## src/logic/eeprom_pkg.sv

```systemverilog
package eeprom_pkg;

    localparam int ADDR_W   = 11;
    localparam int SCL_HALF = 4;   // CLK cycles per scl half period
    localparam logic [3:0] DEV_CODE = 4'b1010;

    localparam int DIV_W = $clog2(SCL_HALF + 1);
    localparam logic [DIV_W-1:0] DIV_LAST = DIV_W'(SCL_HALF - 1);
    localparam logic [DIV_W-1:0] DIV_MID  = DIV_W'(SCL_HALF / 2);   // sample and update point

    // last half period index of each step
    localparam logic [4:0] PH_FRAME_LAST = 5'd2;   // start and stop
    localparam logic [4:0] PH_BYTE_LAST  = 5'd17;  // nine scl periods

    typedef struct packed {
        logic              write;
        logic [ADDR_W-1:0] addr;
        logic [7:0]        wdata;
    } eeprom_req_t;

    typedef enum logic [1:0] {
        OP_START,
        OP_STOP,
        OP_WRITE,
        OP_READ
    } eng_op_e;

    typedef struct packed {
        eng_op_e    op;
        logic [7:0] tx;
    } eng_cmd_t;

    typedef struct packed {
        logic [7:0] rx;
        logic       ack_seen;
    } eng_rsp_t;

    // device select byte, 1010 ppp r/w
    typedef union packed {
        logic [7:0] raw;
        struct packed {
            logic [3:0] dev_code;
            logic [2:0] page;
            logic       rw;
        } f;
    } ctrl_byte_u;

endpackage

```

## src/logic/i2c_bit_engine.sv

```systemverilog
module i2c_bit_engine (
    input  logic                 CLK,
    input  logic                 RESET,
    input  logic                 cmd_go,
    input  eeprom_pkg::eng_cmd_t cmd,
    output logic                 step_done,
    output eeprom_pkg::eng_rsp_t rsp,
    output logic                 scl,
    output logic                 sda_pull,
    input  logic                 sda_in
);
    import eeprom_pkg::*;

    logic             active;
    logic             lead;        // one low cycle to put bit 7 on sda
    eng_op_e          op_q;
    logic [4:0]       phase;
    logic [DIV_W-1:0] div_cnt;
    logic [7:0]       tx_sh;
    logic [7:0]       rx_sh;
    logic             ack_q;
    logic [3:0]       bit_idx;
    logic             framing;
    logic [4:0]       last_phase;
    logic             tick_mid;
    logic             tick_end;

    // {scl, sda_pull} per half period of start and stop
    function automatic logic [1:0] frame_lvl(eng_op_e op, logic [4:0] ph);
        case (op)
            OP_START: frame_lvl = (ph == 5'd0) ? 2'b10 : (ph == 5'd1) ? 2'b11 : 2'b01;
            OP_STOP:  frame_lvl = (ph == 5'd0) ? 2'b01 : (ph == 5'd1) ? 2'b11 : 2'b10;
            default:  frame_lvl = {~ph[0], 1'b0};
        endcase
    endfunction

    assign framing    = (op_q == OP_START) || (op_q == OP_STOP);
    assign last_phase = framing ? PH_FRAME_LAST : PH_BYTE_LAST;
    assign bit_idx    = phase[4:1];   // bit 8 is the ack slot
    assign tick_mid   = active && !lead && !framing && (div_cnt == DIV_MID);
    assign tick_end   = active && !lead && (div_cnt == DIV_LAST);

    assign rsp = '{rx: rx_sh, ack_seen: ack_q};

    always_ff @(posedge CLK)
    begin
        if (RESET)
        begin
            active    <= 1'b0;
            lead      <= 1'b0;
            op_q      <= OP_STOP;
            phase     <= '0;
            div_cnt   <= '0;
            scl       <= 1'b1;
            sda_pull  <= 1'b0;
            step_done <= 1'b0;
        end
        else
        begin
            step_done <= 1'b0;
            if (!active)
            begin
                if (cmd_go)
                begin
                    active  <= 1'b1;
                    op_q    <= cmd.op;
                    phase   <= '0;
                    div_cnt <= '0;
                    lead    <= (cmd.op == OP_WRITE);
                    if (cmd.op == OP_WRITE)
                        sda_pull <= ~cmd.tx[7];   // scl stays low
                    else
                        {scl, sda_pull} <= frame_lvl(cmd.op, 5'd0);
                end
            end
            else if (lead)
            begin
                lead <= 1'b0;
                scl  <= 1'b1;
            end
            else
            begin
                div_cnt <= div_cnt + 1'b1;
                if (tick_mid && !scl && op_q == OP_WRITE)
                    sda_pull <= (bit_idx < 4'd7) ? ~tx_sh[6] : 1'b0;   // release for ack
                if (tick_end)
                begin
                    div_cnt <= '0;
                    if (phase == last_phase)
                    begin
                        active    <= 1'b0;
                        step_done <= 1'b1;
                    end
                    else
                    begin
                        phase <= phase + 1'b1;
                        if (framing)
                            {scl, sda_pull} <= frame_lvl(op_q, phase + 5'd1);
                        else
                            scl <= ~scl;
                    end
                end
            end
        end
    end

    always_ff @(posedge CLK)
    begin
        if (!active && cmd_go)
            tx_sh <= cmd.tx;
        else if (tick_mid && !scl && bit_idx < 4'd7)
            tx_sh <= tx_sh << 1;
        if (tick_mid && scl)
        begin
            if (bit_idx < 4'd8)
                rx_sh <= {rx_sh[6:0], sda_in};   // msb first
            else
                ack_q <= ~sda_in;
        end
    end

    a_sda_low_scl: assert property (@(posedge CLK) disable iff (RESET)
        $changed(sda_pull) && !(active && framing) |-> !scl)
        else $error("sda moved while scl high outside start or stop");

    a_idle_scl: assert property (@(posedge CLK) disable iff (RESET)
        !active && op_q == OP_STOP |-> scl)
        else $error("scl low on an idle bus");

endmodule

```

## config.mk

```make
export PLATFORM = sky130hd
export DESIGN_NAME = i2c_bit_engine
export DESIGN_NICKNAME = d
export VERILOG_FILES = /design/src/logic/eeprom_pkg.sv /design/src/logic/i2c_bit_engine.sv
export SDC_FILE = /design/constraint.sdc
export NUM_CORES = 1
export LEC_CHECK = 0
export ABC_AREA = 1
export BUFFER_PORTS_ARGS = -buffer_cell sky130_fd_sc_hd__clkbuf_2
export CAP_MARGIN = 15
export CORE_MARGIN = 2
export CORE_UTILIZATION = 49
export DETAILED_ROUTE_END_ITERATION = 6
export HOLD_SLACK_MARGIN = 0.08
export PLACE_DENSITY = 0.74
export SYNTH_ARGS = -nofsm -noshare
export SYNTH_HDL_FRONTEND = slang
export SYNTH_SLANG_ARGS = --single-unit
```

## constraint.sdc

```tcl
create_clock -name CLK -period 1.5 [get_ports CLK]
set_input_delay 0.3 -clock CLK [delete_from_list [all_inputs] [get_ports CLK]]
set_output_delay 0.3 -clock CLK [all_outputs]
set_load 0.01 [all_outputs]
```

After elaboration in Yosys (flattened, before gate mapping)
Cells that the tools add are included.
- magnitude comparators: 2
- bitwise logic cells: 8
- reductions and logical operators: 26
- equal/unequal tests: 14
- multiplexer cells: 40
- add/sub/neg operators: 2
- operators with widths (cell ; count):
    5-bit two-way mux ; 6
    1-bit two-way mux ; 23
    7-bit two-way mux ; 2
    3-bit two-way mux ; 4
    1-bit logical AND ; 9
    2-bit two-way mux ; 4
    1-bit inverter ; 8
    2-bit AND reduction ; 4
    4-bit AND reduction ; 2
    3-bit by 2-bit equality test with 1-bit output, second input constant ; 2
    2-bit inequality test, second input constant ; 3
    5-bit by 1-bit adder with 5-bit output, second input constant ; 1
    5-bit by 1-bit equality test with 1-bit output, second input constant ; 1
    5-bit equality test ; 1
    5-bit logical NOT ; 1
    2-bit by 1-bit equality test with 1-bit output, second input constant ; 2
    2-bit equality test, second input constant ; 2
    1-bit logical NOT ; 4
    4-bit by 3-bit < comparator with 1-bit output, second input constant ; 1
    4-bit < comparator, second input constant ; 1
    2-bit one-hot mux with 2 select lines ; 1
    2-bit nonzero test ; 2
    4-bit OR reduction ; 1
    3-bit by 1-bit adder with 3-bit output, second input constant ; 1
    other kinds (6) ; 6
- flip-flop bits (word level): 31
- output and inout bits: 12
- input port bits: 14
- logic and storage cells: 103

Longest topological paths before layout
- word-level depth: 13
- depth in mapped cells: 10
- gate-level depth less buffers: 10

Least setup slack after synthesis
Ideal clock, no wire load.
- path type: register -> register
- start point: register div_cnt[0]
- end point: register rx_sh[0] (enable)
- setup slack: -0.025 ns
- arrival: 1.155 ns
- cell stages (with the launch flop): 7
- period minus slack after synthesis: 1.525 ns
- library setup time: 0.370 ns
- path through: dfxtp_1 > inv_1 > ha_1 > nand3_1 > nor2_2 > nand2_1 > nor2_1
- cells in the longest elaborated chain, start to end: 4
- RTL lines (item ; RTL line ; source):
    start, declared ; i2c_bit_engine.sv:18 ; logic [DIV_W-1:0] div_cnt;
    start signal, assigned ; i2c_bit_engine.sv:83 ; div_cnt <= div_cnt + 1'b1;
    3-bit by 2-bit equality test with 1-bit output ; i2c_bit_engine.sv:40 ; assign tick_mid = active && !lead && !framing && (div_cnt == DIV_MID);
    1-bit logical AND ; i2c_bit_engine.sv:40 ;
    1-bit logical AND ; i2c_bit_engine.sv:113 ; if (tick_mid && scl)
    2-bit AND reduction (no source line) ; n/a ;
    end signal, assigned ; i2c_bit_engine.sv:116 ; rx_sh <= {rx_sh[6:0], sda_in};
    end, declared ; i2c_bit_engine.sv:20 ; logic [7:0] rx_sh;
Every way passes these cells.
A chain may end at the register's enable or synchronous reset.

Worst setup path after layout
Same ends and word-level chain as after synthesis.

==> metrics.yaml <==
cts:
  clkTransAtPathRegs_ns: 0.09
  cts_hold_buffers: 0
  clk_latency_ns: 0.33
  cts.path.max_buffers: 2
  cts_tree: "built"
  clock-sinks: 31
  h-tree-depth: 2
  cts_buffers: 5
  root_buffer: "clkbuf_4"
grt:
  grt_start_max_net_pins: 13
  use_met2_pct: 27.6
  grt_busiest_layer: "met2"
  met1_usage_pct: 22.7
  grt_pass1_vias: 1097
  grt_pass1_wl_mm: 4.64
  grt_overflow: 0
  track_usage_pct: 17.8
  met3_usage_pct: 5.84
  antenna_found_initial: 0
synthesis:
  yosysWarnings: 0
  ys_top_cells_by_area: "edfxtp_1, dfxtp_1, nand2_1"
  muxShareOfSynthArea_pct: 0
  syn-num-nets: 205
  synth_common_cells: "nand2_1, nor2_1, inv_1"
  ys.flop_type: "edfxtp_1"
  syn_inst: 186
  synth_top_area_share_pct: 31.6
  synth_top_family_by_area: "simple AND/OR/NAND/NOR gates"
  ys_ff_latch: 31
  synth_compound_area_share_pct: 7.74
  syn_area_sq_mm: 0.00152
  synth_edf_count: 16
  synth_area_per_cell_sq_um: 8.17
  ys_types: 27
  synth.most_common_cell: "nand2_1"
  ys_seq_area_share_pct: 51.4
  async_flop_share_pct: 0
  yosysTopAreaCell: "edfxtp_1"
  synth-simple-area-share_pct: 28.2
  synth_fa_ha_area_share_pct: 4.12
  synth_xor_area_share_pct: 0.576
die:
  die_x_microns: 59.7
  rows: 20
  dieArea_sq_mm: 0.00356
  start_util_pct: 50.6
  core-area_sq_mm: 0.00300
  num_io_pins: 26
  fp.dieH_microns: 59.7
pwr:
  vdd.ir_drop.worst_mv: 0.384
  seq_power_share_pct: 54.0
  internal_power_uw: 1340
  power_uw: 1750
  p_comb_share_pct: 10.3
  leakagePower_uw: 0.000818
  p_clk_share_pct: 35.7
  power_switching_uw: 417
  switching_share_pct: 23.8
  p_per_area_mw_per_mm2: 969
final_layout:
  num-nets-final: 237
  drive_above_1_share_pct: 25.1
  area_growth_pct: 19.0
  design_area_sq_mm: 0.00181
  nFillCells: 277
  final_core_util_pct: 60.3
  register_area_sq_um: 786
  multi_input_area_sq_um: 642
  n_antenna_cell: 0
routing:
  vias_per_cell: 5.15
  vias: 1298
  drt_iter0_markers: 48
  drtPass1Iterations: 5
  wl_mm: 2.99
  drc: 0
  wl_per_cell_microns: 11.8
  drtAntennaViolNets: 0
setup_path:
  crit_type: "reg2reg"
  crit_fanout: 8
  worst_ep_arrival_time_ns: 1.50
  crit_slowest_cell: "dfxtp_2"
  endpoint_kind: "flop"
  crit_required_ns: 1.55
  cpPeakStageDelay_ns: 0.34
  path_cells: "inv_1, ha_1, nand3_1, nor2_4, nand2_2, nor2_2, buf_6"
  worst_setup_path_start_kind: "flop"
sta:
  finalCriticalPeriod_ns: 1.45
  slew_violations: 0
  relSlewSlack_pct: 74.2
  fmax_mhz: 690
  fin_tns_setup_ns: 0
  skew_ns: 0.00906
  tightestPinTransition_ns: 0.377
  finalSetupViolCount: 0
  post-route-period-util_pct: 96.7
  hold_viol_final: 0
placed_design:
  placed_area_sq_mm: 0.00170
  gp_congestion: 0.912
  place_hpwl_mm: 2.16
  numPortBuffers: 25
run_status:
  status: "completed"
flow_run:
  cap_violations: 0
min_path:
  hold_class: "in2reg"
-- path summary, 6_finish.rpt --
kind                            startpoint       end  slack [ns]  cells after the start
worst max-delay path            div_cnt[0]  rx_sh[0]        0.05                      7
worst min-delay path                sda_in  rx_sh[0]        0.17                      1
worst max register to register  div_cnt[0]  rx_sh[0]        0.05                      7
worst min register to register    rx_sh[1]  rx_sh[2]        0.45                      0
-- logic make-up after synthesis --
| family | count (synthesis) |
|---|---|
| fa+ha+maj | 5 |
| compound gates | 20 |
| simple gates | 99 |
| xor+xnor | 1 |
| buf+inv | 30 |
| flops | 31 |
-- per-stage QoR --
step / cells / hold WS (ns) / setup slack, ns
global route: 252 / 0.156 / -0.0534
floorplan: 186 / 0.390 / 0.118
detailed placement: 243 / 0.443 / 0.0296
CTS: 251 / 0.156 / 0.00852
finish: 252 / 0.169 / 0.0501
global placement: 243 / 0.438 / 0.0638
-- layer usage --
layer  vias up  wire length, microns
met5         -                     0
met4         0                    68
met3         9                   147
met2        41                  1420
met1       581                  1350
li1        667                     -
-- cell type report --
| type | instances | share of cell area (%) |
|---|---|---|
| Timing Repair Buffer | 31 | 9.61 |
| Clock buffer | 5 | 2.07 |
| Clock inverter | 3 | 2.14 |
| Multi-Input combinational cell | 125 | 35.5 |
| Tap cell | 33 | 2.28 |
| Sequential cell | 31 | 43.4 |
| Inverter | 24 | 4.98 |
-- what timing repair did --
item,in CTS,in global routing
resized for setup,0,11
endpoints found under the setup margin,0,21
buffers inserted,0,1
-- registers in the layout, indices dropped and copies added (netlist names) --
name       count
rx_sh          8
tx_sh          7
phase          5
div_cnt        3
op_q           2
ack_q          1
active         1
lead           1
scl            1
sda_pull       1
step_done      1
-- placed cells by master (no fill, tap or decap), types with 2 or more instances in the layout --
cell type,instances
dfxtp_1,13
edfxtp_1,16
nand2_2,3
a21oi_1,8
nor2_1,22
buf_4,5
nor2_2,3
nand3_1,11
clkbuf_2,25
nand3_2,2
clkbuf_4,5
nand4_1,5
ha_1,4
inv_1,23
nor2_4,2
o21ai_0,5
a21oi_2,2
a2111oi_0,2
nand2_1,49
-- critical path: cells and delay by family (launching register included) --
kind	cells	cell delay, ns
buffers and inverters	2	0.19
adder cells (fa/ha/maj)	1	0.13
flip-flops	1	0.34
AND/OR/NAND/NOR	4	0.50
-- power groups by stage --
stage	combinational (uW)	sequential (uW)	clock, uW
floorplan	119	964	0
global placement	176	966	0
detailed placement	178	967	0
CTS	178	948	638
global route	205	952	675
finish	181	948	625
(Power assumes the default switching activity.)
