File: config.mk
export PLATFORM = sky130hd
export DESIGN_NAME = eeprom_sequencer
export DESIGN_NICKNAME = d
export VERILOG_FILES = /design/src/logic/eeprom_pkg.sv /design/src/logic/eeprom_sequencer.sv
export SDC_FILE = /design/constraint.sdc
export NUM_CORES = 1
export LEC_CHECK = 0
export BUFFER_PORTS_ARGS = -buffer_cell sky130_fd_sc_hd__buf_4
export CORE_MARGIN = 3
export CORE_UTILIZATION = 30
export CTS_CLUSTER_DIAMETER = 120
export DETAILED_ROUTE_END_ITERATION = 7
export PLACE_DENSITY = 0.55
export SYNTH_ARGS = -nofsm -noshare
export SYNTH_HDL_FRONTEND = slang
export SYNTH_SLANG_ARGS = --single-unit
File: constraint.sdc
create_clock -name CLK -period 2.1 [get_ports CLK]
set_input_delay 0.42 -clock CLK [delete_from_list [all_inputs] [get_ports CLK]]
set_output_delay 0.42 -clock CLK [all_outputs]
set_load 0.005 [all_outputs]
File: src/logic/eeprom_pkg.sv
package eeprom_pkg;

    localparam int ADDR_W   = 11;
    localparam int SCL_HALF = 4;   // CLK cycles per scl half period
    localparam logic [3:0] DEV_CODE = 4'b1010;

    localparam int DIV_W = $clog2(SCL_HALF + 1);
    localparam logic [DIV_W-1:0] DIV_LAST = DIV_W'(SCL_HALF - 1);
    localparam logic [DIV_W-1:0] DIV_MID  = DIV_W'(SCL_HALF / 2);   // sample and update point

    // last half period index of each step
    localparam logic [4:0] PH_FRAME_LAST = 5'd2;   // start and stop
    localparam logic [4:0] PH_BYTE_LAST  = 5'd17;  // nine scl periods

    typedef struct packed {
        logic              write;
        logic [ADDR_W-1:0] addr;
        logic [7:0]        wdata;
    } eeprom_req_t;

    typedef enum logic [1:0] {
        OP_START,
        OP_STOP,
        OP_WRITE,
        OP_READ
    } eng_op_e;

    typedef struct packed {
        eng_op_e    op;
        logic [7:0] tx;
    } eng_cmd_t;

    typedef struct packed {
        logic [7:0] rx;
        logic       ack_seen;
    } eng_rsp_t;

    // device select byte, 1010 ppp r/w
    typedef union packed {
        logic [7:0] raw;
        struct packed {
            logic [3:0] dev_code;
            logic [2:0] page;
            logic       rw;
        } f;
    } ctrl_byte_u;

endpackage

File: src/logic/eeprom_sequencer.sv
module eeprom_sequencer (
    input  logic                    CLK,
    input  logic                    RESET,
    input  logic                    start,
    input  eeprom_pkg::eeprom_req_t req,
    output logic                    busy,
    output logic                    done,
    output logic                    nack,
    output logic [7:0]              rdata,
    output logic                    cmd_go,
    output eeprom_pkg::eng_cmd_t    cmd,
    input  logic                    step_done,
    input  eeprom_pkg::eng_rsp_t    rsp
);
    import eeprom_pkg::*;

    typedef enum logic [3:0] {
        S_IDLE,
        S_START,
        S_CTRL_W,
        S_ADDR,
        S_DATA,
        S_RSTART,
        S_CTRL_R,
        S_READ,
        S_STOP
    } seq_state_e;

    seq_state_e  state;
    seq_state_e  nxt;
    eeprom_req_t req_q;
    logic        acked_step;
    logic        step_open;   // engine step in flight

    function automatic eng_cmd_t step_cmd(seq_state_e s, eeprom_req_t r);
        ctrl_byte_u cb;
        cb.f.dev_code = DEV_CODE;
        cb.f.page     = r.addr[ADDR_W-1:8];
        cb.f.rw       = (s == S_CTRL_R);
        case (s)
            S_START, S_RSTART:  step_cmd = '{op: OP_START, tx: 8'h00};
            S_CTRL_W, S_CTRL_R: step_cmd = '{op: OP_WRITE, tx: cb.raw};
            S_ADDR:             step_cmd = '{op: OP_WRITE, tx: r.addr[7:0]};
            S_DATA:             step_cmd = '{op: OP_WRITE, tx: r.wdata};
            S_READ:             step_cmd = '{op: OP_READ, tx: 8'hff};
            default:            step_cmd = '{op: OP_STOP, tx: 8'h00};
        endcase
    endfunction

    // bytes the slave has to acknowledge
    assign acked_step = (state == S_CTRL_W) || (state == S_ADDR) ||
                        (state == S_DATA) || (state == S_CTRL_R);

    always_comb
    begin
        case (state)
            S_START:  nxt = S_CTRL_W;
            S_CTRL_W: nxt = S_ADDR;
            S_ADDR:   nxt = req_q.write ? S_DATA : S_RSTART;
            S_DATA:   nxt = S_STOP;
            S_RSTART: nxt = S_CTRL_R;
            S_CTRL_R: nxt = S_READ;
            S_READ:   nxt = S_STOP;
            default:  nxt = S_IDLE;
        endcase
        if (acked_step && !rsp.ack_seen)
            nxt = S_STOP;   // abort
    end

    always_ff @(posedge CLK)
    begin
        if (RESET)
        begin
            state  <= S_IDLE;
            busy   <= 1'b0;
            done   <= 1'b0;
            nack   <= 1'b0;
            cmd_go <= 1'b0;
        end
        else
        begin
            cmd_go <= 1'b0;
            done   <= 1'b0;
            if (state == S_IDLE)
            begin
                if (start)
                begin
                    busy   <= 1'b1;
                    nack   <= 1'b0;
                    state  <= S_START;
                    cmd_go <= 1'b1;
                end
            end
            else if (step_done)
            begin
                state <= nxt;
                if (acked_step && !rsp.ack_seen)
                    nack <= 1'b1;
                if (nxt == S_IDLE)
                begin
                    busy <= 1'b0;
                    done <= 1'b1;
                end
                else
                    cmd_go <= 1'b1;   // next step right away
            end
        end
    end

    always_ff @(posedge CLK)
    begin
        if (state == S_IDLE && start)
        begin
            req_q <= req;
            cmd   <= step_cmd(S_START, req);
        end
        else if (state != S_IDLE && step_done)
            cmd <= step_cmd(nxt, req_q);
        if (state == S_READ && step_done)
            rdata <= rsp.rx;
    end

    always_ff @(posedge CLK)
    begin
        if (RESET)
            step_open <= 1'b0;
        else if (cmd_go)
            step_open <= 1'b1;
        else if (step_done)
            step_open <= 1'b0;
    end

    a_done_pulse: assert property (@(posedge CLK) disable iff (RESET)
        done |=> !done)
        else $error("done held for two cycles");

    a_one_step: assert property (@(posedge CLK) disable iff (RESET)
        cmd_go |-> !step_open)
        else $error("engine command issued while a step is in flight");

endmodule

Word level (Yosys, flattened, before mapping)
Index checks and enable logic that the tools add are counted.
W data, S select, Z words.
{"block": "word_totals", "latch_bits": 0, "mem_bits_ro": 0, "reg_bits": 46, "ramBits": 0, "n_memories": 0, "in_bits": 33}
{"block": "classes", "reduce_logical": 21, "n_mul": 0, "n_eq_ne": 15, "n_bitwise": 1, "n_shift": 0, "n_mux": 20, "add_sub_neg": 0, "div": 0, "order_cmp": 0}
{"cell": "$pmux W10 S5", "count": 1}
{"cell": "$eq A4 B3 Y1 const B", "count": 8}
{"cell": "$pmux W4 S6", "count": 1}
{"cell": "$eq A4 B2 Y1 const B", "count": 4}
{"cell": "$mux W4", "count": 4}
{"cell": "$mux W1", "count": 14}
{"cell": "$eq A4 B1 Y1 const B", "count": 2}
{"cell": "$logic_not A4 Y1", "count": 2}
{"cell": "$reduce_and A3 Y1", "count": 2}
{"cell": "$reduce_bool A2 Y1", "count": 3}
{"cell": "$reduce_or A2 Y1", "count": 3}
{"cell": "$logic_and A1 B1 Y1", "count": 4}
{"cell": "$reduce_bool A4 Y1", "count": 1}
{"cell": "$logic_or A1 B1 Y1", "count": 3}
{"cell": "$reduce_or A3 Y1", "count": 1}
{"cell": "$ne A2 B2 Y1 const B", "count": 1}
{"cell": "$reduce_and A2 Y1", "count": 1}
{"cell": "$logic_not A1 Y1", "count": 1}
{"cell": "$not A1 Y1", "count": 1}

Longest topological paths before layout
Gate-level depths: netlist of the first run.
{"block": "depth", "depth_word": 10, "depth_mapped": 6, "ltp_nobuf": 4}

Least setup slack after synthesis of the first run
OpenSTA, ideal clock, no wires.
{"block": "synth_path", "path_type": "register -> register", "startpoint": "reg state[2]", "endpoint": "reg rdata[0], enable pin", "path_buffers": 2, "setup_time_ns": 0.370, "setup_slack_ns": 0.550, "path_stages_with_launch": 5, "arrival_time_ns": 1.180, "cell_sequence": "dfxtp_1 > buf_6 > clkbuf_1 > nand3_1 > nor2_1"}
{"block": "synth_between", "elab_chain_len": 2}
{"item": "start: declaration", "line_no": "eeprom_sequencer.sv:29", "text": "seq_state_e state;"}
{"item": "start signal: assignment", "line_no": "eeprom_sequencer.sv:96", "text": "state <= nxt;"}
{"item": "$eq A4 B3 Y1", "line_no": "eeprom_sequencer.sv:119", "text": "if (state == S_READ && step_done)"}
{"item": "$logic_and A1 B1 Y1", "line_no": "eeprom_sequencer.sv:119"}
{"item": "end signal: assignment", "line_no": "eeprom_sequencer.sv:120", "text": "rdata <= rsp.rx;"}
{"item": "end: declaration", "line_no": "eeprom_sequencer.sv:9", "text": "output logic [7:0] rdata,"}
Every way passes these cells.
A chain may end at the register's enable or synchronous reset.

Worst setup path in the final report of the first run
{"block": "layout_path", "startpoint": "reg state[1]", "endpoint": "reg cmd[2] (netlist name)"}
{"block": "layout_between", "elab_chain_len": 9, "elab_cells_between_ends": 28, "cone_classes": "14 x eq/ne; 3 x mux; 11 x reduce/logical"}
{"item": "parallel branches: the longest is 9 deep, another holds $pmux W10 S5"}
{"item": "end signal: assignment", "line_no": "eeprom_sequencer.sv:115", "text": "cmd <= step_cmd(S_START, req);"}
{"item": "end signal: assignment", "line_no": "eeprom_sequencer.sv:118", "text": "cmd <= step_cmd(nxt, req_q);"}
{"item": "end: declaration", "line_no": "eeprom_sequencer.sv:11", "text": "output eeprom_pkg::eng_cmd_t cmd,"}
Parallel ways; which one is timed is not known.

==> results_tabular.tex, run 1 <==
\begin{tabular}{lr}
\hline
Metric & Value \\
\hline
\multicolumn{2}{l}{\textbf{Floorplanning}} \\
\quad Placeable Area & 0.00571 mm² \\
\quad Die width & 84.0 µm \\
\quad Die footprint & 0.00705 mm² \\
\quad I/O pin total & 55 \\
\quad Number of placement rows & 27 \\
\quad Die outline height & 84.0 µm \\
\quad Initial Utilization & 32.0\% \\
\multicolumn{2}{l}{\textbf{Setup path}} \\
\quad Delay-heaviest family, CP & simple AND/OR/NAND/NOR gates \\
\quad Worst path arrival time & 1.96 ns \\
\quad Cells along the critical path & nor4bb\_4, and3\_1, a221oi\_1, o2bb2ai\_1 \\
\quad Worst Setup Start Kind & flop \\
\quad Crit path depth & 4 \\
\quad Data required time at the worst endpoint & 2.34 ns \\
\quad Delay of the slowest cell on the worst path & 0.62 ns \\
\quad Worst-path cell with the longest stage delay & dfxtp\_1 \\
\quad R2r worst-path depth & 4 \\
\quad Worst Path Class, Setup & reg2reg \\
\quad Critical Path Sink Type & flop \\
\quad Number of buffers and inverters on the critical path & 0 \\
\quad Maximum fanout encountered on the critical timing path & 15 \\
\multicolumn{2}{l}{\textbf{Finish}} \\
\quad \# diodes & 0 \\
\quad Final standard cell count with taps included and fillers excluded & 269 \\
\quad Area growth, synth to finish & 31.2\% \\
\quad Number of nets in the layout & 229 \\
\quad Layout cell share with drive strength beyond 1 & 35.0\% \\
\quad Commonest cells after routing, fill and taps aside & buf\_4, edfxtp\_1, dfxtp\_1 \\
\quad Commonest non-fill, non-tap cell in the layout & buf\_4 \\
\multicolumn{2}{l}{\textbf{CTS}} \\
\quad Clock slew at reported path FFs & 0.09 ns \\
\quad CTS tree & yes \\
\quad Number of setup buffers added after CTS & 0 \\
\quad CTS-repair resized insts & 0 \\
\quad Buffer type at the clock tree root & clkbuf\_8 \\
\quad Sinks on the clock net & 46 \\
\quad Number of buffers created by CTS & 5 \\
\quad H-tree levels & 2 \\
\quad Max Buffers Root-to-Sink & 2 \\
\quad Clock Latency Late Sink & 0.30 ns \\
\quad Post-CTS Hold Fix Bufs & 0 \\
\multicolumn{2}{l}{\textbf{Synth}} \\
\quad Mapped Area & 0.00182 mm² \\
\quad Number of flops mapped to enable cells by yosys & 28 \\
\quad Synthesized instance count & 141 \\
\quad FF+latch count, synth & 46 \\
\quad Most instantiated flip-flop cell in the synthesis netlist & edfxtp\_1 \\
\quad Synthesized net count & 174 \\
\quad Number of distinct library cells after synthesis & 36 \\
\quad Average cell area after synthesis & 12.9 µm² \\
\quad Yosys warning total & 0 \\
\quad Fraction of synthesis flops using an asynchronous set or reset pin & 0\% \\
\quad Fraction of the yosys area taken by sequential cells & 65.8\% \\
\multicolumn{2}{l}{\textbf{Timing}} \\
\quad Unrepaired setup endpoints after global routing & no \\
\quad Final sum of negative setup slack & 0 ns \\
\quad Post-Route Hold Slack & 0.290 ns \\
\quad Slew Limit Headroom & 58.8\% \\
\quad Worst setup slack after layout & 0.376 ns \\
\quad Final critical path time including I/O delays and setup & 1.72 ns \\
\quad Final worst clock skew & 0.0138 ns \\
\quad Final worst path period share & 82.1\% \\
\quad Slew @ Worst Pin & 0.616 ns \\
\quad Final Slew Violations & 0 \\
\quad Total of endpoints with negative setup slack in the final report & 0 \\
\quad Hold Fails Final Rpt & 0 \\
\quad Maximum frequency from static timing analysis & 0.580 GHz \\
\multicolumn{2}{l}{\textbf{Global route}} \\
\quad Largest net degree at the start of global routing & 25 \\
\quad Antenna violations before repair & 0 \\
\quad Congestion Overflow GR & 0 \\
\quad Total GRT Usage & 11.5\% \\
\quad Wire length of the first global-routing pass & 6.34 mm \\
\quad GR met3 Demand/Resource & 3.85\% \\
\quad Vias in the first global route & 1276 \\
\quad Global-route layer with the greatest usage & met2 \\
\quad GRT met2 Usage & 18.4\% \\
\quad Met1 GRT Util & 14.3\% \\
\multicolumn{2}{l}{\textbf{Detailed routing}} \\
\quad Via-per-instance ratio & 4.81 \\
\quad Number of DRC markers after the initial detailed-route iteration & 114 \\
\quad Post-DRT Antenna Nets & 0 \\
\quad Per-cell routed wire length & 14.4 µm \\
\quad First drt pass iteration count & 4 \\
\quad Number of DRC violations after detailed routing & 0 \\
\quad Total detailed-routing wirelength & 3.87 mm \\
\quad Total via count after detailed routing & 1294 \\
\multicolumn{2}{l}{\textbf{Place}} \\
\quad HPWL Detailed & 2.77 mm \\
\quad Count of input and output buffers & 54 \\
\quad Gp weighted congestion & 0.766 \\
\quad Pre-CTS worst setup slack & 0.382 ns \\
\quad Placed insts & 261 \\
\multicolumn{2}{l}{\textbf{Power and ir drop}} \\
\quad Static power due to leakage & 0.935 nW \\
\quad Power per cell area & 896 mW/mm² \\
\quad IR drop worst, VDD & 0.000563 V \\
\quad Total power of the final layout & 2.15 mW \\
\multicolumn{2}{l}{\textbf{Job}} \\
\quad Number of max-cap violations & 0 \\
\multicolumn{2}{l}{\textbf{Worst hold path}} \\
\quad Classification of the worst-slack hold path & in2reg \\
\quad Cell depth of the worst min-delay path & 1 \\
\multicolumn{2}{l}{\textbf{Run status}} \\
\quad Status & complete, no violations \\
\hline
\end{tabular}
==> per-stage QoR <==
step                utilization [%]  area, µm²
floorplan                         -       1820
finish                         41.9       2390
CTS                            41.9       2390
detailed placement             39.7       2270
global placement               39.7       2270
global route                   41.9       2390
==> path summary, 6_finish.rpt <==
check	from	end	slack, ns
min	req[13]	req_q[13]	0.29
max	state[1]	cmd[2]	0.38
min reg2reg	cmd[0]	cmd[0]	0.48
max reg2reg	state[1]	cmd[2]	0.38
==> registers in the layout (all words and copies together) (netlist names) <==
name	cells
busy	1
cmd	10
cmd_go	1
done	1
nack	1
rdata	8
req_q	20
state	4
==> routing by layer <==
metal,vias to the layer above,wire (µm)
met5,-,0
met1,599,1680
met2,54,1820
li1,635,-
met4,0,56
met3,6,312
==> power breakdown <==
part,switching [mW],internal [mW]
clock network,0.299,0.423
registers,0.0565,1.05
logic,0.155,0.158
total,0.510,1.63
==> cells by family (layout without fill, tap and decap cells) <==
logic type	Yosys count	count (layout)	share of synthesized area, %
buffers and inverters	16	72	5.83
muxes	2	2	1.10
AOI/OAI and AO/OA	40	40	15.8
and+or+nand+nor	37	37	11.5
DFF	46	46	65.8
==> cell usage after synthesis (all sizes together) (4+ instances only) <==
library cell	number	area, µm²
a21oi	10	50.1
nand2	8	30.0
buf	7	71.3
inv	6	22.5
edfxtp	28	841
o21ai	6	30.0
nand3	4	20.0
o2bb2ai	8	70.1
dfxtp	18	360
nor2	10	40.0
a221oi	4	35.0
==> cell type report <==
type | count | area, µm²
Fill cell | 555 | 3320
Clock buffer | 6 | 93.8
Sequential cell | 46 | 1200
Inverter | 6 | 22.5
Clock inverter | 2 | 33.8
Tap cell | 72 | 90.1
Multi-Input combinational cell | 79 | 517
Timing Repair Buffer | 58 | 435
Note: power is estimated with default switching activity, not from simulation.
==> run 2, diff against run 1 <==
clock period = 1.6 ns   (was 2.1 ns; I/O delays follow)
==> run 2 against run 1 <==
  * Routed wire length decreased by 0.96%
  * Final area up 2.8%
  * Setup slack worse by 0.24 ns
  * Sequential share of layout area shrank 1.3 points
  * Combinational power is 51% higher
  * Non-clock buffer count increased by 9
  * Via count rose by 1.5%
  * First-iteration DRC count down 26%
  * Sequential power rose by 30%
  * Utilization rose by 1.2 points
  * Critical path type unchanged
==> results_tabular.tex, run 2 (synthesized netlist as in run 1, its figures left out) <==
\begin{tabular}{lr}
\hline
Metric & Value \\
\hline
\multicolumn{2}{l}{\textbf{Timing}} \\
\quad Slew @ Worst Pin & 0.384 ns (-0.232 ns) \\
\quad Final critical path time including I/O delays and setup & 1.46 ns (-0.260 ns) \\
\quad Final worst path period share & 91.5\% (+9.4 points) \\
\quad Final Slew Violations & 0 (unchanged) \\
\quad Worst setup slack after layout & 0.136 ns (-0.240 ns) \\
\quad Final sum of negative setup slack & 0 ns (unchanged) \\
\quad Hold Fails Final Rpt & 0 (unchanged) \\
\quad Maximum frequency from static timing analysis & 0.683 GHz (+18\%) \\
\quad Slew Limit Headroom & 74.4\% (+16 points) \\
\quad Unrepaired setup endpoints after global routing & no \\
\quad Final worst clock skew & 0.00486 ns (-0.00896 ns) \\
\quad Total of endpoints with negative setup slack in the final report & 0 (unchanged) \\
\multicolumn{2}{l}{\textbf{Place}} \\
\quad Count of input and output buffers & 54 (unchanged) \\
\quad Gp weighted congestion & 0.792 (+3.4\%) \\
\quad Placed insts & 270 (+3.4\%) \\
\quad Pre-CTS worst setup slack & 0.0588 ns (-0.324 ns) \\
\quad HPWL Detailed & 2.90 mm (+4.6\%) \\
\multicolumn{2}{l}{\textbf{Setup path}} \\
\quad Startpoint of the most critical setup path & state[0] \\
\quad Maximum fanout encountered on the critical timing path & 13 (-2) \\
\quad Data required time at the worst endpoint & 1.82 ns (-0.52 ns) \\
\quad R2r worst-path depth & 5 (+1) \\
\quad Worst Path Class, Setup & reg2reg \\
\quad Worst flop-to-flop path startpoint & state[0] \\
\quad Worst Setup Start Kind & flop \\
\quad Worst path arrival time & 1.69 ns (-0.27 ns) \\
\quad Critical Path Sink Type & flop \\
\multicolumn{2}{l}{\textbf{CTS}} \\
\quad CTS tree & yes \\
\quad Clock Latency Late Sink & 0.29 ns (about the same) \\
\quad H-tree levels & 2 (unchanged) \\
\quad Sinks on the clock net & 46 (unchanged) \\
\quad Max Buffers Root-to-Sink & 2 (unchanged) \\
\quad Buffer type at the clock tree root & clkbuf\_8 \\
\quad Number of buffers created by CTS & 5 (unchanged) \\
\quad Clock slew at reported path FFs & 0.08 ns (about the same) \\
\multicolumn{2}{l}{\textbf{Detailed routing}} \\
\quad Total via count after detailed routing & 1314 (+1.5\%) \\
\quad Post-DRT Antenna Nets & 0 (unchanged) \\
\quad Number of DRC markers after the initial detailed-route iteration & 84 (-26\%) \\
\quad Per-cell routed wire length & 13.8 µm (-4.2\%) \\
\quad First drt pass iteration count & 4 (unchanged) \\
\quad Number of DRC violations after detailed routing & 0 (unchanged) \\
\quad Via-per-instance ratio & 4.73 (-1.7\%) \\
\quad Total detailed-routing wirelength & 3.83 mm (-0.96\%) \\
\multicolumn{2}{l}{\textbf{Power and ir drop}} \\
\quad Gate power share & 17.3\% (+2.7 points) \\
\quad Switching share of power & 24.0\% (+0.24 points) \\
\quad Part of the total power dissipated in the clock network & 29.6\% (-4.1 points) \\
\quad Total net switching power & 655 µW (+28\%) \\
\quad IR drop worst, VDD & 0.000492 V (-13\%) \\
\quad Sequential share of power & 53.0\% (+1.3 points) \\
\quad Power per cell area & 1110 mW/mm² (+23\%) \\
\quad Total power of the final layout & 2.72 mW (+27\%) \\
\quad Static power due to leakage & 0.977 nW (+4.6\%) \\
\quad Internal power & 2.07 mW (+27\%) \\
\multicolumn{2}{l}{\textbf{Finish}} \\
\quad Top flop regs & req\_q: 20 flops, cmd: 10 flops, rdata: 8 flops \\
\quad Largest register FFs & 20 (unchanged) \\
\quad Fillers & 556 (+0.18\%) \\
\quad Biggest register & req\_q \\
\quad Area growth, synth to finish & 34.9\% \\
\quad Commonest cells after routing, fill and taps aside & buf\_4, edfxtp\_1, dfxtp\_1 \\
\quad Layout cell share with drive strength beyond 1 & 39.8\% (+4.8 points) \\
\quad Number of nets in the layout & 238 (+3.9\%) \\
\quad \# diodes & 0 (unchanged) \\
\quad Commonest non-fill, non-tap cell in the layout & buf\_4 \\
\quad Final standard cell count with taps included and fillers excluded & 278 (+3.3\%) \\
\multicolumn{2}{l}{\textbf{Floorplanning}} \\
\quad Die outline height & 84.0 µm (unchanged) \\
\quad Initial Utilization & 32.0\% (unchanged) \\
\quad Placeable Area & 0.00571 mm² (unchanged) \\
\quad Die footprint & 0.00705 mm² (unchanged) \\
\quad Number of placement rows & 27 (unchanged) \\
\quad I/O pin total & 55 (unchanged) \\
\quad Die width & 84.0 µm (unchanged) \\
\multicolumn{2}{l}{\textbf{Global route}} \\
\quad Antenna violations before repair & 0 (unchanged) \\
\quad Total GRT Usage & 11.4\% (about the same) \\
\quad Wire length of the first global-routing pass & 6.33 mm (-0.22\%) \\
\quad Congestion Overflow GR & 0 (unchanged) \\
\quad Largest net degree at the start of global routing & 19 (-24\%) \\
\quad Vias in the first global route & 1321 (+3.5\%) \\
\multicolumn{2}{l}{\textbf{Worst hold path}} \\
\quad Cell depth of the worst min-delay path & 1 (unchanged) \\
\quad Classification of the worst-slack hold path & in2reg \\
\quad Hold path start & req[11] \\
\multicolumn{2}{l}{\textbf{Run status}} \\
\quad Status & complete, no violations \\
\multicolumn{2}{l}{\textbf{Job}} \\
\quad Number of max-cap violations & 0 (unchanged) \\
\hline
\end{tabular}
## run 2: path summary, 6_finish.rpt
check / endpoint / slack [ns]
max: cmd[2] / 0.14
min: req_q[11] / 0.20
max reg2reg: cmd[2] / 0.14
min reg2reg: cmd[6] / 0.48
## run 2: final cells by class
type	instances	area, µm²	area share (%)
sequential	46	1200	48.9
inverter	6	22.5	0.915
clock buffer	8	110	4.47
timing repair buffer	67	515	20.9
tap	72	90.1	3.66
multi-input combinational	79	520	21.1
## run 2: worst max-delay path: stages, from the launching register on
cell and delay (ns):
dfxtp_1 0.55, nor2_1 0.13, and3_2 0.26, nor2_2 0.15
buf_4 0.18, o2bb2ai_1 0.12
## run 2: per-stage QoR
| stage | utilization (%) | hold slack [ns] | area, µm² |
|---|---|---|---|
| after floorplan | - | 0.419 | 1820 |
| after global placement | 41.1 | 0.469 | 2350 |
| after detailed placement | 41.1 | 0.465 | 2350 |
| after CTS | 43.0 | 0.187 | 2460 |
| after global routing | 43.1 | 0.178 | 2460 |
| final | 43.1 | 0.198 | 2460 |
## run 2: what timing repair did
item                       in CTS  in global routing
hold buffers                    0                  0
hold endpoints to repair        0                  0
setup endpoints to repair       0                 14
gates resized for setup         0                  3
setup buffers                   0                  0
## run 2: power groups by stage
| stage | Combinational [mW] | Sequential [mW] | Clock (mW) |
|---|---|---|---|
| 2_1_floorplan | 0.269 | 1.45 | 0 |
| 3_3_place_gp | 0.479 | 1.47 | 0 |
| 3_5_place_dp | 0.481 | 1.47 | 0 |
| 4_1_cts | 0.483 | 1.45 | 0.829 |
| 5_1_grt | 0.519 | 1.46 | 0.895 |
| 6_report | 0.472 | 1.44 | 0.806 |
## run 2: layer usage
| metal | GRT usage [%] | up-vias | wire length (µm) |
|---|---|---|---|
| li1 | - | 656 | - |
| met1 | 14.6 | 606 | 1750 |
| met3 | 3.85 | 4 | 244 |
| met5 | 0 | - | 0 |
| met4 | 3.51 | 0 | 33 |
| met2 | 18.3 | 48 | 1800 |
==> run 3, diff against run 2 <==
PLACE_DENSITY = default   (was 0.55)
==> run 3 against run 2 <==
  * First-iteration DRC count increased by 7.1%
  * Utilization fell by 0.68 points
  * Sequential power is essentially flat
  * Non-clock buffer count increased by 1
  * Final area fell by 1.6%
  * Clock power shrank 19%
  * Setup slack worse by 0.038 ns
  * Critical endpoint is now cmd[9]
==> results_tabular.tex, run 3 (synthesized netlist as in run 1, its figures left out) <==
\begin{tabular}{lr}
\hline
Metric & Value \\
\hline
\multicolumn{2}{l}{\textbf{Place}} \\
\quad Gp weighted congestion & 0.850 (+7.3\%) \\
\quad Count of input and output buffers & 54 (unchanged) \\
\quad HPWL Detailed & 2.92 mm (+0.89\%) \\
\quad Placed instance area & 0.00234 mm² (-0.21\%) \\
\multicolumn{2}{l}{\textbf{Floorplanning}} \\
\quad Die outline height & 84.0 µm (unchanged) \\
\quad Initial Utilization & 32.0\% (unchanged) \\
\quad Placeable Area & 0.00571 mm² (unchanged) \\
\quad Die width & 84.0 µm (unchanged) \\
\quad Die footprint & 0.00705 mm² (unchanged) \\
\quad Number of placement rows & 27 (unchanged) \\
\quad I/O pin total & 55 (unchanged) \\
\multicolumn{2}{l}{\textbf{Finish}} \\
\quad Fillers & 557 (+0.18\%) \\
\quad Area used by sequential logic in the layout & 0.00120 mm² (unchanged) \\
\quad Layout cell share with drive strength beyond 1 & 39.3\% (-0.49 points) \\
\quad Area growth, synth to finish & 32.8\% \\
\quad Number of nets in the layout & 239 (+0.42\%) \\
\quad Commonest cells after routing, fill and taps aside & buf\_4, edfxtp\_1, dfxtp\_1 \\
\quad Top flop regs & req\_q: 20 flops, cmd: 10 flops, rdata: 8 flops \\
\quad \# diodes & 0 (unchanged) \\
\quad Final instance area & 0.00242 mm² (-1.6\%) \\
\quad Biggest register & req\_q \\
\quad Largest register FFs & 20 (unchanged) \\
\quad Commonest non-fill, non-tap cell in the layout & buf\_4 \\
\quad Multi-input gate area & 518 µm² (-0.48\%) \\
\multicolumn{2}{l}{\textbf{Detailed routing}} \\
\quad Via-per-instance ratio & 4.72 (-0.15\%) \\
\quad Total via count after detailed routing & 1312 (-0.15\%) \\
\quad Post-DRT Antenna Nets & 0 (unchanged) \\
\quad Per-cell routed wire length & 13.9 µm (+1.2\%) \\
\quad Number of DRC markers after the initial detailed-route iteration & 90 (+7.1\%) \\
\quad Total detailed-routing wirelength & 3.88 mm (+1.2\%) \\
\quad First drt pass iteration count & 4 (unchanged) \\
\quad Number of DRC violations after detailed routing & 0 (unchanged) \\
\multicolumn{2}{l}{\textbf{Power and ir drop}} \\
\quad Static power due to leakage & 0.965 nW (-1.3\%) \\
\quad IR drop worst, VDD & 0.000438 V (-11\%) \\
\quad Power per cell area & 1060 mW/mm² (-4.3\%) \\
\quad Total power of the final layout & 2.56 mW (-5.8\%) \\
\multicolumn{2}{l}{\textbf{Worst hold path}} \\
\quad Classification of the worst-slack hold path & in2reg \\
\quad Cell depth of the worst min-delay path & 1 (unchanged) \\
\multicolumn{2}{l}{\textbf{CTS}} \\
\quad Number of setup buffers added after CTS & 0 (unchanged) \\
\quad Number of buffers created by CTS & 5 (unchanged) \\
\quad Post-CTS Hold Fix Bufs & 0 (unchanged) \\
\quad Buffer type at the clock tree root & clkbuf\_8 \\
\quad CTS-repair resized insts & 0 (unchanged) \\
\quad Clock slew at reported path FFs & 0.08 ns (about the same) \\
\quad Max Buffers Root-to-Sink & 2 (unchanged) \\
\quad Sinks on the clock net & 46 (unchanged) \\
\quad H-tree levels & 2 (unchanged) \\
\quad CTS tree & yes \\
\quad Clock Latency Late Sink & 0.30 ns (about the same) \\
\multicolumn{2}{l}{\textbf{Timing}} \\
\quad Final worst clock skew & 0.00431 ns (-0.000541 ns) \\
\quad Slew @ Worst Pin & 0.615 ns (+0.231 ns) \\
\quad Hold Fails Final Rpt & 0 (unchanged) \\
\quad Final sum of negative setup slack & 0 ns (unchanged) \\
\quad Final critical path time including I/O delays and setup & 1.50 ns (+0.0383 ns) \\
\quad Final Slew Violations & 0 (unchanged) \\
\quad Slew Limit Headroom & 58.8\% (-16 points) \\
\quad Unrepaired setup endpoints after global routing & no \\
\quad Final worst path period share & 93.9\% (+2.4 points) \\
\quad Total of endpoints with negative setup slack in the final report & 0 (unchanged) \\
\quad Maximum frequency from static timing analysis & 0.666 GHz (-2.5\%) \\
\multicolumn{2}{l}{\textbf{Job}} \\
\quad Number of max-cap violations & 0 (unchanged) \\
\multicolumn{2}{l}{\textbf{Setup path}} \\
\quad Cells along the critical path & nor4bb\_4, buf\_4, o21ai\_0, and3b\_2, nor3\_1 \\
\quad Worst Setup Start Kind & flop \\
\quad Maximum fanout encountered on the critical timing path & 9 (-4) \\
\quad R2r worst-path depth & 5 (unchanged) \\
\quad Critical Path Sink Type & flop \\
\quad Worst-path cell with the longest stage delay & dfxtp\_1 \\
\quad Data required time at the worst endpoint & 1.82 ns (about the same) \\
\quad Worst Path Class, Setup & reg2reg \\
\quad Delay of the slowest cell on the worst path & 0.49 ns (-0.06 ns) \\
\quad Worst path arrival time & 1.73 ns (+0.04 ns) \\
\multicolumn{2}{l}{\textbf{Global route}} \\
\quad Congestion Overflow GR & 0 (unchanged) \\
\quad Vias in the first global route & 1301 (-1.5\%) \\
\quad Wire length of the first global-routing pass & 6.39 mm (+0.98\%) \\
\quad Largest net degree at the start of global routing & 17 (-2) \\
\quad Antenna violations before repair & 0 (unchanged) \\
\quad Total GRT Usage & 11.7\% (+0.22 points) \\
\multicolumn{2}{l}{\textbf{Run status}} \\
\quad Status & complete, no violations \\
\hline
\end{tabular}
[run 3: cell types whose count changed in the layout (fill, tap and decap cells not counted), sizes merged]
cell,change
clkinv,+2
buf,+1
clkbuf,-3
[run 3: cell type report]
class | count | share of cell area (%)
Clock buffer | 5 | 2.84
Clock inverter | 2 | 0.413
Inverter | 6 | 0.930
Multi-Input combinational cell | 79 | 21.4
Sequential cell | 46 | 49.6
Tap cell | 72 | 3.72
Timing Repair Buffer | 68 | 21.1
[run 3: stage by stage]
stage	setup slack, ns	utilization [%]	hold WS [ns]	cells
3_5_place_dp	0.106	41.0	0.463	271
4_1_cts	0.0882	42.4	0.184	278
2_1_floorplan	0.0498	-	0.419	141
6_report	0.0974	42.4	0.195	278
3_3_place_gp	0.147	41.0	0.464	271
5_1_grt	0.0107	42.4	0.175	278
[run 3: critical path, delay by kind of cell (launching register included)]
kind	cells	cell delay, ns
buf+inv	1	0.17
compound gates	1	0.07
flops	1	0.49
simple gates	3	0.70
[run 3: final timing paths]
| kind | slack (ns) | start | endpoint |
|---|---|---|---|
| worst min-delay path | 0.19 | req[3] | req_q[3] |
| worst max-delay path | 0.1 | state[1] | cmd[9] |
| worst max register to register | 0.1 | state[1] | cmd[9] |
| worst min register to register | 0.48 | cmd[7] | cmd[7] |
[run 3: power breakdown]
group          internal (mW)  switching, mW
sequential              1.38         0.0605
clock                  0.293          0.359
combinational          0.246          0.223
total                   1.92          0.643
[run 3: routing by layer]
layer	wire [µm]	part of all wire [%]	vias to the layer above	GRT usage, %
met5	0	0	-	0
met4	53	1.4	0	3.95
met3	241	6.2	6	3.95
met2	1840	47	49	18.4
met1	1750	45	601	15.0
li1	-	-	656	-
